--- src/source/rv_decode_defines.svh ---
`ifndef RV_DECODE_DEFINES_SVH
`define RV_DECODE_DEFINES_SVH

// datapath and instruction widths
`define RV_XLEN         64
`define RV_INST_W       32
`define RV_REG_ADDR_W   5

// major opcodes, inst[6:0]
`define RV_OPC_OP         7'b0110011
`define RV_OPC_OP_IMM     7'b0010011
`define RV_OPC_OP_32      7'b0111011
`define RV_OPC_OP_IMM_32  7'b0011011
`define RV_OPC_LOAD       7'b0000011
`define RV_OPC_STORE      7'b0100011
`define RV_OPC_BRANCH     7'b1100011
`define RV_OPC_JAL        7'b1101111
`define RV_OPC_JALR       7'b1100111
`define RV_OPC_LUI        7'b0110111
`define RV_OPC_AUIPC      7'b0010111

// ebreak is matched on the whole word
`define RV_INST_EBREAK    32'h0010_0073

`endif

--- src/source/rv_decode_pkg.sv ---
`default_nettype none

`include "rv_decode_defines.svh"

package rv_decode_pkg;

    typedef enum logic [3:0] {
        ADD  = 4'd0,
        SUB  = 4'd1,
        SLL  = 4'd2,
        SLT  = 4'd3,
        SLTU = 4'd4,
        XOR  = 4'd5,
        SRL  = 4'd6,
        SRA  = 4'd7,
        OR   = 4'd8,
        AND  = 4'd9,
        MUL  = 4'd10,
        DIV  = 4'd11,
        DIVU = 4'd12,
        REM  = 4'd13,
        REMU = 4'd14
    } alu_op_t;

    // second operand / base select
    typedef enum logic [1:0] {
        REG      = 2'd0, // rs2
        IMM      = 2'd1,
        PC_IMM   = 2'd2, // auipc
        PC_PLUS4 = 2'd3  // link value for jal, jalr
    } alu_src_t;

    // encoded like the branch funct3
    typedef enum logic [2:0] {
        EQ  = 3'b000,
        NE  = 3'b001,
        LT  = 3'b100,
        GE  = 3'b101,
        LTU = 3'b110,
        GEU = 3'b111
    } branch_cond_t;

    typedef enum logic [1:0] {
        BYTE   = 2'd0,
        HALF   = 2'd1,
        WORD   = 2'd2,
        DOUBLE = 2'd3
    } mem_size_t;

    typedef struct packed {
        alu_op_t      alu_op;
        alu_src_t     alu_src;
        logic         branch;
        branch_cond_t branch_cond;
        logic         jump;
        logic         jalr;
        logic         reg_wen;
        logic         word_op;   // 32-bit op, result sign-extended
        logic         mem_read;
        logic         mem_write;
        mem_size_t    mem_size;
        logic         mem_unsigned;
        logic [7:0]   wmask;     // byte lanes of a store
        logic         use_rs1;
        logic         use_rs2;
        logic         illegal;
        logic         ebreak;
    } ctrl_t;

    typedef struct packed {
        ctrl_t                     ctrl;
        logic [`RV_REG_ADDR_W-1:0] rd;
        logic [`RV_REG_ADDR_W-1:0] rs1;
        logic [`RV_REG_ADDR_W-1:0] rs2;
        logic [`RV_XLEN-1:0]       imm;
    } decoded_t;

endpackage

`default_nettype wire

--- src/source/decode_stage.sv ---
`default_nettype none
`timescale 1ns/10ps

`include "rv_decode_defines.svh"

module decode_stage (
    input  wire                      clk,
    input  wire                      reset,
    input  wire                      inst_valid,
    input  wire [`RV_INST_W-1:0]     inst,
    input  wire rv_decode_pkg::ctrl_t ctrl,
    input  wire [`RV_XLEN-1:0]       imm,
    output logic                     out_valid,
    output rv_decode_pkg::decoded_t  decoded
);

    logic [`RV_REG_ADDR_W-1:0] rd_field;
    logic [`RV_REG_ADDR_W-1:0] rs1_field;
    logic [`RV_REG_ADDR_W-1:0] rs2_field;
    rv_decode_pkg::decoded_t   decoded_d;

    assign rd_field  = inst[11:7];
    assign rs1_field = inst[19:15];
    assign rs2_field = inst[24:20];

    // illegal and ebreak leave a clean record with one flag set
    always_comb begin
        decoded_d = '0;
        if (ctrl.illegal) begin
            decoded_d.ctrl.illegal = 1'b1;
        end else if (ctrl.ebreak) begin
            decoded_d.ctrl.ebreak = 1'b1;
        end else begin
            decoded_d.ctrl = ctrl;
            decoded_d.rs1  = ctrl.use_rs1 ? rs1_field : '0;
            decoded_d.rs2  = ctrl.use_rs2 ? rs2_field : '0;
            decoded_d.rd   = ctrl.reg_wen ? rd_field : '0; // no rd for stores, branches
            decoded_d.imm  = imm;
        end
    end

    // one pipeline register, record follows every edge
    always_ff @(posedge clk) begin
        if (reset) begin
            out_valid <= 1'b0;
            decoded   <= '0;
        end else begin
            out_valid <= inst_valid;
            decoded   <= decoded_d; // don't care while out_valid low
        end
    end

endmodule

`default_nettype wire

--- src/source/imm_generator.sv ---
`default_nettype none
`timescale 1ns/10ps

`include "rv_decode_defines.svh"

module imm_generator (
    input  wire  [`RV_INST_W-1:0] inst,
    output logic [`RV_XLEN-1:0]   imm
);

    logic [6:0] opcode;
    logic       is_shift; // funct3 001 or 101

    assign opcode   = inst[6:0];
    assign is_shift = (inst[13:12] == 2'b01);

    always_comb begin
        imm = '0;
        case (opcode)
            `RV_OPC_OP_IMM: begin
                if (is_shift) begin
                    imm = {{(`RV_XLEN-6){1'b0}}, inst[25:20]}; // 6-bit shamt
                end else begin
                    imm = {{(`RV_XLEN-12){inst[31]}}, inst[31:20]};
                end
            end
            `RV_OPC_OP_IMM_32: begin
                if (is_shift) begin
                    imm = {{(`RV_XLEN-5){1'b0}}, inst[24:20]};
                end else begin
                    imm = {{(`RV_XLEN-12){inst[31]}}, inst[31:20]};
                end
            end
            `RV_OPC_LOAD, `RV_OPC_JALR: begin
                imm = {{(`RV_XLEN-12){inst[31]}}, inst[31:20]};
            end
            `RV_OPC_STORE: begin
                imm = {{(`RV_XLEN-12){inst[31]}}, inst[31:25], inst[11:7]};
            end
            `RV_OPC_BRANCH: begin // 13-bit offset, lsb zero
                imm = {{(`RV_XLEN-13){inst[31]}}, inst[31], inst[7],
                       inst[30:25], inst[11:8], 1'b0};
            end
            `RV_OPC_LUI, `RV_OPC_AUIPC: begin
                imm = {{(`RV_XLEN-32){inst[31]}}, inst[31:12], 12'b0};
            end
            `RV_OPC_JAL: begin // 21-bit offset
                imm = {{(`RV_XLEN-21){inst[31]}}, inst[31], inst[19:12],
                       inst[20], inst[30:21], 1'b0};
            end
            default: imm = '0;
        endcase
    end

endmodule

`default_nettype wire

--- src/source/inst_classifier.sv ---
`default_nettype none
`timescale 1ns/10ps

`include "rv_decode_defines.svh"

module inst_classifier (
    input  wire [`RV_INST_W-1:0] inst,
    output rv_decode_pkg::ctrl_t ctrl
);

    localparam logic [6:0] F7_BASE   = 7'b0000000;
    localparam logic [6:0] F7_ALT    = 7'b0100000; // sub, sra
    localparam logic [6:0] F7_MULDIV = 7'b0000001;

    logic [6:0] opcode;
    logic [2:0] funct3;
    logic [6:0] funct7;
    logic [5:0] funct6; // upper bits above a 6-bit shamt

    assign opcode = inst[6:0];
    assign funct3 = inst[14:12];
    assign funct7 = inst[31:25];
    assign funct6 = inst[31:26];

    always_comb begin
        ctrl = '0;
        case (opcode)
            `RV_OPC_OP: begin
                ctrl.reg_wen = 1'b1;
                ctrl.use_rs1 = 1'b1;
                ctrl.use_rs2 = 1'b1;
                ctrl.alu_src = rv_decode_pkg::REG;
                case ({funct7, funct3})
                    {F7_BASE, 3'b000}:   ctrl.alu_op = rv_decode_pkg::ADD;
                    {F7_BASE, 3'b001}:   ctrl.alu_op = rv_decode_pkg::SLL;
                    {F7_BASE, 3'b010}:   ctrl.alu_op = rv_decode_pkg::SLT;
                    {F7_BASE, 3'b011}:   ctrl.alu_op = rv_decode_pkg::SLTU;
                    {F7_BASE, 3'b100}:   ctrl.alu_op = rv_decode_pkg::XOR;
                    {F7_BASE, 3'b101}:   ctrl.alu_op = rv_decode_pkg::SRL;
                    {F7_BASE, 3'b110}:   ctrl.alu_op = rv_decode_pkg::OR;
                    {F7_BASE, 3'b111}:   ctrl.alu_op = rv_decode_pkg::AND;
                    {F7_ALT, 3'b000}:    ctrl.alu_op = rv_decode_pkg::SUB;
                    {F7_ALT, 3'b101}:    ctrl.alu_op = rv_decode_pkg::SRA;
                    {F7_MULDIV, 3'b000}: ctrl.alu_op = rv_decode_pkg::MUL;
                    {F7_MULDIV, 3'b101}: ctrl.alu_op = rv_decode_pkg::DIVU;
                    {F7_MULDIV, 3'b111}: ctrl.alu_op = rv_decode_pkg::REMU;
                    default:             ctrl.illegal = 1'b1;
                endcase
            end
            `RV_OPC_OP_IMM: begin
                ctrl.reg_wen = 1'b1;
                ctrl.use_rs1 = 1'b1;
                ctrl.alu_src = rv_decode_pkg::IMM;
                case (funct3)
                    3'b000: ctrl.alu_op = rv_decode_pkg::ADD;
                    3'b010: ctrl.alu_op = rv_decode_pkg::SLT;
                    3'b011: ctrl.alu_op = rv_decode_pkg::SLTU;
                    3'b100: ctrl.alu_op = rv_decode_pkg::XOR;
                    3'b110: ctrl.alu_op = rv_decode_pkg::OR;
                    3'b111: ctrl.alu_op = rv_decode_pkg::AND;
                    3'b001: begin
                        ctrl.alu_op = rv_decode_pkg::SLL;
                        if (funct6 != 6'b000000) begin
                            ctrl.illegal = 1'b1;
                        end
                    end
                    default: begin // 101, srli or srai
                        if (funct6 == 6'b000000) begin
                            ctrl.alu_op = rv_decode_pkg::SRL;
                        end else if (funct6 == 6'b010000) begin
                            ctrl.alu_op = rv_decode_pkg::SRA;
                        end else begin
                            ctrl.illegal = 1'b1;
                        end
                    end
                endcase
            end
            `RV_OPC_OP_32: begin
                ctrl.reg_wen = 1'b1;
                ctrl.word_op = 1'b1;
                ctrl.use_rs1 = 1'b1;
                ctrl.use_rs2 = 1'b1;
                ctrl.alu_src = rv_decode_pkg::REG;
                case ({funct7, funct3})
                    {F7_BASE, 3'b000}:   ctrl.alu_op = rv_decode_pkg::ADD;
                    {F7_BASE, 3'b001}:   ctrl.alu_op = rv_decode_pkg::SLL;
                    {F7_BASE, 3'b101}:   ctrl.alu_op = rv_decode_pkg::SRL;
                    {F7_ALT, 3'b000}:    ctrl.alu_op = rv_decode_pkg::SUB;
                    {F7_ALT, 3'b101}:    ctrl.alu_op = rv_decode_pkg::SRA;
                    {F7_MULDIV, 3'b000}: ctrl.alu_op = rv_decode_pkg::MUL;
                    {F7_MULDIV, 3'b100}: ctrl.alu_op = rv_decode_pkg::DIV;
                    {F7_MULDIV, 3'b110}: ctrl.alu_op = rv_decode_pkg::REM;
                    default:             ctrl.illegal = 1'b1;
                endcase
            end
            `RV_OPC_OP_IMM_32: begin
                ctrl.reg_wen = 1'b1;
                ctrl.word_op = 1'b1;
                ctrl.use_rs1 = 1'b1;
                ctrl.alu_src = rv_decode_pkg::IMM;
                case (funct3)
                    3'b000: ctrl.alu_op = rv_decode_pkg::ADD;
                    3'b001: begin
                        ctrl.alu_op = rv_decode_pkg::SLL;
                        if (funct7 != F7_BASE) begin // bit 25 must be clear too
                            ctrl.illegal = 1'b1;
                        end
                    end
                    3'b101: begin
                        if (funct7 == F7_BASE) begin
                            ctrl.alu_op = rv_decode_pkg::SRL;
                        end else if (funct7 == F7_ALT) begin
                            ctrl.alu_op = rv_decode_pkg::SRA;
                        end else begin
                            ctrl.illegal = 1'b1;
                        end
                    end
                    default: ctrl.illegal = 1'b1;
                endcase
            end
            `RV_OPC_LOAD: begin
                ctrl.reg_wen      = 1'b1;
                ctrl.use_rs1      = 1'b1;
                ctrl.mem_read     = 1'b1;
                ctrl.alu_src      = rv_decode_pkg::IMM; // rs1 + offset
                ctrl.mem_size     = rv_decode_pkg::mem_size_t'(funct3[1:0]);
                ctrl.mem_unsigned = funct3[2];
                if (funct3 == 3'b111) begin
                    ctrl.illegal = 1'b1;
                end
            end
            `RV_OPC_STORE: begin
                ctrl.use_rs1   = 1'b1;
                ctrl.use_rs2   = 1'b1;
                ctrl.mem_write = 1'b1;
                ctrl.alu_src   = rv_decode_pkg::IMM;
                case (funct3)
                    3'b000: begin
                        ctrl.mem_size = rv_decode_pkg::BYTE;
                        ctrl.wmask    = 8'h01;
                    end
                    3'b001: begin
                        ctrl.mem_size = rv_decode_pkg::HALF;
                        ctrl.wmask    = 8'h03;
                    end
                    3'b010: begin
                        ctrl.mem_size = rv_decode_pkg::WORD;
                        ctrl.wmask    = 8'h0F;
                    end
                    3'b011: begin
                        ctrl.mem_size = rv_decode_pkg::DOUBLE;
                        ctrl.wmask    = 8'hFF;
                    end
                    default: ctrl.illegal = 1'b1;
                endcase
            end
            `RV_OPC_BRANCH: begin
                ctrl.branch  = 1'b1;
                ctrl.use_rs1 = 1'b1;
                ctrl.use_rs2 = 1'b1;
                ctrl.alu_op  = rv_decode_pkg::SUB; // compare rs1 against rs2
                ctrl.alu_src = rv_decode_pkg::REG;
                case (funct3)
                    3'b000:  ctrl.branch_cond = rv_decode_pkg::EQ;
                    3'b001:  ctrl.branch_cond = rv_decode_pkg::NE;
                    3'b100:  ctrl.branch_cond = rv_decode_pkg::LT;
                    3'b101:  ctrl.branch_cond = rv_decode_pkg::GE;
                    3'b110:  ctrl.branch_cond = rv_decode_pkg::LTU;
                    3'b111:  ctrl.branch_cond = rv_decode_pkg::GEU;
                    default: ctrl.illegal = 1'b1;
                endcase
            end
            `RV_OPC_JAL: begin
                ctrl.jump    = 1'b1;
                ctrl.reg_wen = 1'b1;
                ctrl.alu_src = rv_decode_pkg::PC_PLUS4;
            end
            `RV_OPC_JALR: begin
                ctrl.jump    = 1'b1;
                ctrl.jalr    = 1'b1;
                ctrl.reg_wen = 1'b1;
                ctrl.use_rs1 = 1'b1;
                ctrl.alu_src = rv_decode_pkg::PC_PLUS4;
                if (funct3 != 3'b000) begin
                    ctrl.illegal = 1'b1;
                end
            end
            `RV_OPC_LUI: begin
                ctrl.reg_wen = 1'b1;
                ctrl.alu_src = rv_decode_pkg::IMM; // x0 + imm
            end
            `RV_OPC_AUIPC: begin
                ctrl.reg_wen = 1'b1;
                ctrl.alu_src = rv_decode_pkg::PC_IMM;
            end
            default: ctrl.illegal = 1'b1;
        endcase

        // exact word only, other SYSTEM encodings stay illegal
        if (inst == `RV_INST_EBREAK) begin
            ctrl        = '0;
            ctrl.ebreak = 1'b1;
        end
    end

endmodule

`default_nettype wire

--- src/source/rv_decoder_top.sv ---
`default_nettype none
`timescale 1ns/10ps

`include "rv_decode_defines.svh"

module rv_decoder_top (
    input  wire                     clk,
    input  wire                     reset,
    input  wire                     inst_valid,
    input  wire [`RV_INST_W-1:0]    inst,
    output logic                    out_valid,
    output rv_decode_pkg::decoded_t decoded
);

    rv_decode_pkg::ctrl_t ctrl;
    logic [`RV_XLEN-1:0]  imm;

    // classifier and immediate run in parallel on the same word
    inst_classifier classifier_i (
        .inst (inst),
        .ctrl (ctrl)
    );

    imm_generator imm_gen_i (
        .inst (inst),
        .imm  (imm)
    );

    decode_stage stage_i (
        .clk        (clk),
        .reset      (reset),
        .inst_valid (inst_valid),
        .inst       (inst),
        .ctrl       (ctrl),
        .imm        (imm),
        .out_valid  (out_valid),
        .decoded    (decoded)
    );

endmodule

`default_nettype wire

--- config.mk ---
export PLATFORM = sky130hd
export DESIGN_NAME = rv_decoder_top
export DESIGN_NICKNAME = d
export VERILOG_FILES = /design/src/source/rv_decode_pkg.sv /design/src/source/decode_stage.sv /design/src/source/imm_generator.sv /design/src/source/inst_classifier.sv /design/src/source/rv_decoder_top.sv
export VERILOG_INCLUDE_DIRS = /design/src /design/src/source
export SDC_FILE = /design/constraint.sdc
export NUM_CORES = 1
export LEC_CHECK = 0
export BUFFER_PORTS_ARGS = -buffer_cell sky130_fd_sc_hd__buf_2
export CORE_MARGIN = 10
export CORE_UTILIZATION = 43
export CTS_BUF_LIST = sky130_fd_sc_hd__clkbuf_16
export DETAILED_ROUTE_END_ITERATION = 6
export GPL_ROUTABILITY_DRIVEN = 0
export GPL_TIMING_DRIVEN = 0
export PLACE_DENSITY = 0.76
export RECOVER_POWER = 50
export REMOVE_ABC_BUFFERS = 1
export SLEW_MARGIN = 40
export SYNTH_ARGS = -nofsm -noshare
export SYNTH_HDL_FRONTEND = slang
export SYNTH_SLANG_ARGS = --single-unit
--- constraint.sdc ---
create_clock -name clk -period 2.08 [get_ports clk]
set_clock_uncertainty 0.05 [all_clocks]
set_input_delay 0.104 -clock clk [delete_from_list [all_inputs] [get_ports clk]]
set_output_delay 0.104 -clock clk [all_outputs]
set_load 0.01 [all_outputs]
==> flow_summary.toml <==
[worst_setup_path]
critPathMaxFanout = 12
start_kind = "input pin"
arrival_ps = 2250
cp.buffers_inverters = 3
end_kind = "flip-flop"
crit_path_max_incr_delay_ps = 550
crit_chain = "buf_2 > or4_4 > or2_4 > a221o_1 > a21boi_4 > buf_4 > nand3_4 > buf_12 > nor3b_1"
critical_path_required_ps = 2290
crit_type = "in2reg"
critical_path.top_delay_family = "simple AND/OR/NAND/NOR gates"
crit_slowest_cell = "or4_4"

[route]
drc = 0
routed_wl_mm = 12.0
avgRoutedWirePerCell_um = 18.3
firstDrtPassIters = 5
avgViaCountPerCell = 5.59
vias = 3669
antenna_left = 0
drt_first_iter_violations = 387

[clocking]
cts_tree = "done"
numCtsBuffers = 9
clockBufferDepth = 2
clock-sinks = 75
root_buffer = "clkbuf_16"
clk_pin_slew_worst_paths_ps = 60
htree_levels = 3

[placement]
placed_cell_area_um2 = 3960
dp_hpwl_mm = 7.63
portBuffers = 145
post-place-ws_ps = -1000
dp_cells = 603

[run]
drv_cap = 0

[final_layout]
area_delta_synth_final_pct = 32.4
finalNetCount = 585
fillers = 689
post-route-cell-area_um2 = 4610
area.sequential_um2 = 1500
num_antenna_cells = 0
final_cells = 656
postLayoutCoreUtil_pct = 59.1
multiInputGateArea_um2 = 1740
layout-drive-gt1-share_pct = 20.6

[hold_path]
hp-class = "in2reg"

[die]
dieWidth_um = 110
fp.dieArea_um2 = 12100
rows = 32
core_um2 = 7810
io_pins = 146
die_h_um = 110
start_util_pct = 44.6

[global_routing]
antenna_found_initial = 0
grt_pass1_wl_mm = 18.1
grt.total_usage_pct = 18.9
grt_max_degree = 34
grt_remaining_overflow = 0
grt_pass1_vias = 3610

[sta]
layout_min_cycle_time_ps = 2040
slew_violations = 0
tightest_slew_ps = 738
hold_viol_final = 0
relSlewSlack_pct = 50.8
setup_viol = 0
worst_slack_ps = 35.7
timing.final.crit_share_pct = 98.3
fmax_mhz = 489

[logic_synthesis]
synth_seq_cells = 75
yosysSeqAreaShare_pct = 43.1
synth_cell_types = 57
syn_inst = 419
syn-cell-area_um2 = 3480
ys_warn_count = 0
synth_area_per_cell_um2 = 8.31
synth_edf_count = 0
ys.flop_type = "dfxtp_1"
synthArstFlopShare_pct = 0

[pwr]
peakVddDrop_mv = 0.380
leakagePower_nw = 1.66
cellPowerDensity_nw_per_um2 = 719
finalPower_mw = 3.32

[run_status]
outcome = "finished, final reports clean"
sequential cells by signal, summed over array words and instances (netlist names):
register and flops:
stage_i.out_valid 1, stage_i.decoded 74
cells in the final DEF, fill, tap and decap left out, drive strengths merged, types with 2 or more instances in the layout:
cell         synthesis  routed
o32a                 2       2
nor4                 9       9
a2111oi              2       2
o41a                 2       2
dlygate4sd3          0      15
a21oi               31      31
nor4b                4       4
nor2b                8       8
nand3               13      18
dfxtp               75      75
o21bai               3       3
a21boi               3       3
a221oi               2       2
buf                 47      74
and3                 2       2
inv                  7       8
o21ai               13      13
nor3b               13      13
a211oi               4       4
a2bb2oi              2       2
nand2               56      56
nand2b               6       6
a21o                 2       2
clkinv               0       3
or4                  3       3
a22oi                5       5
o211ai               2       2
a31oi                5       5
xnor2                3       3
and2                 3       3
nor4bb               3       3
nor2                42      42
nor3                14      14
clkbuf              16      98
per-stage QoR:
stage,TNS (ps),hold WS [ps]
3_3_place_gp,-100840,257
2_1_floorplan,-49990,125
3_5_place_dp,-54770,257
6_report,0,3.72
4_1_cts,0,0.171
5_1_grt,-104,3.68
cell type report:
class | instances | area share (%)
Clock buffer | 9 | 4.88
Clock inverter | 6 | 1.41
Inverter | 7 | 0.570
Multi-Input combinational cell | 279 | 37.8
Sequential cell | 75 | 32.5
Tap cell | 102 | 2.77
Timing Repair Buffer | 178 | 20.0
power by group:
group	switching [mW]	internal [mW]
Sequential	0.00168	1.44
Clock	0.602	0.923
Combinational	0.215	0.133
timing repair:
item                                   4_1_cts  5_1_grt
cloned                                       4        1
setup endpoints to repair                   69       72
hold buffers                                14        1
buffers inserted                            10        8
resized for setup                           10       10
endpoints found under the hold margin       19        1
pin swaps                                    5        4
cell usage after synthesis, types with 2 or more instances:
library cell   n  area [µm²]
or4_1          3        22.5
nor4b_1        3        26.3
buf_4         36         270
nor3b_1       13        97.6
buf_1          3        11.3
inv_1          7        26.3
nor4_2         2        25.0
o21ai_0       13        65.1
nor2b_1        8        50.1
xnor2_1        3        26.3
a31oi_1        5        31.3
a221oi_1       2        17.5
o32a_1         2        20.0
nand2b_1       6        37.5
nor4bb_1       3        30.0
o21bai_1       3        22.5
a22oi_1        5        37.5
a21oi_1       31         155
buf_6          3        33.8
nor3_1        14        70.1
and3_1         2        12.5
nor2_1        42         158
buf_2          5        25.0
a2bb2oi_1      2        17.5
o41a_1         2        22.5
dfxtp_1       75        1500
nand3_1       12        60.1
a21o_1         2        15.0
a21boi_0       2        15.0
clkbuf_1      16        60.1
and2_1         3        18.8
nand2_1       56         210
a211oi_1       4        30.0
o211ai_1       2        15.0
nor4_1         7        43.8
kinds of logic after synthesis:
logic type      after synthesis  synth area share (%)
compound gates               87                  16.6
mux                           2                 0.611
simple gates                182                  26.7
xor+xnor                      3                 0.754
flops                        75                  43.1
buf+inv                      70                  12.2
path summary, 6_finish.rpt:
kind	from	endpoint	slack (ps)	cells after the start
max	inst[27]	stage_i.decoded[75]	40	9
min	inst[15]	stage_i.decoded[15]	4	3
tightest hold or removal path, stage by stage:
cell,delay [ps]
buf_2,110
nand2_1,60
a21oi_1,70
metal layers:
layer / routed length (µm) / up-vias / global-route usage (%)
met5: 0 / - / 0
met1: 4740 / 1670 / 22.3
li1: - / 1705 / -
met4: 391 / 0 / 7.99
met3: 1350 / 39 / 6.67
met2: 5530 / 255 / 30.6
Note: power is estimated with default switching activity, not from simulation.
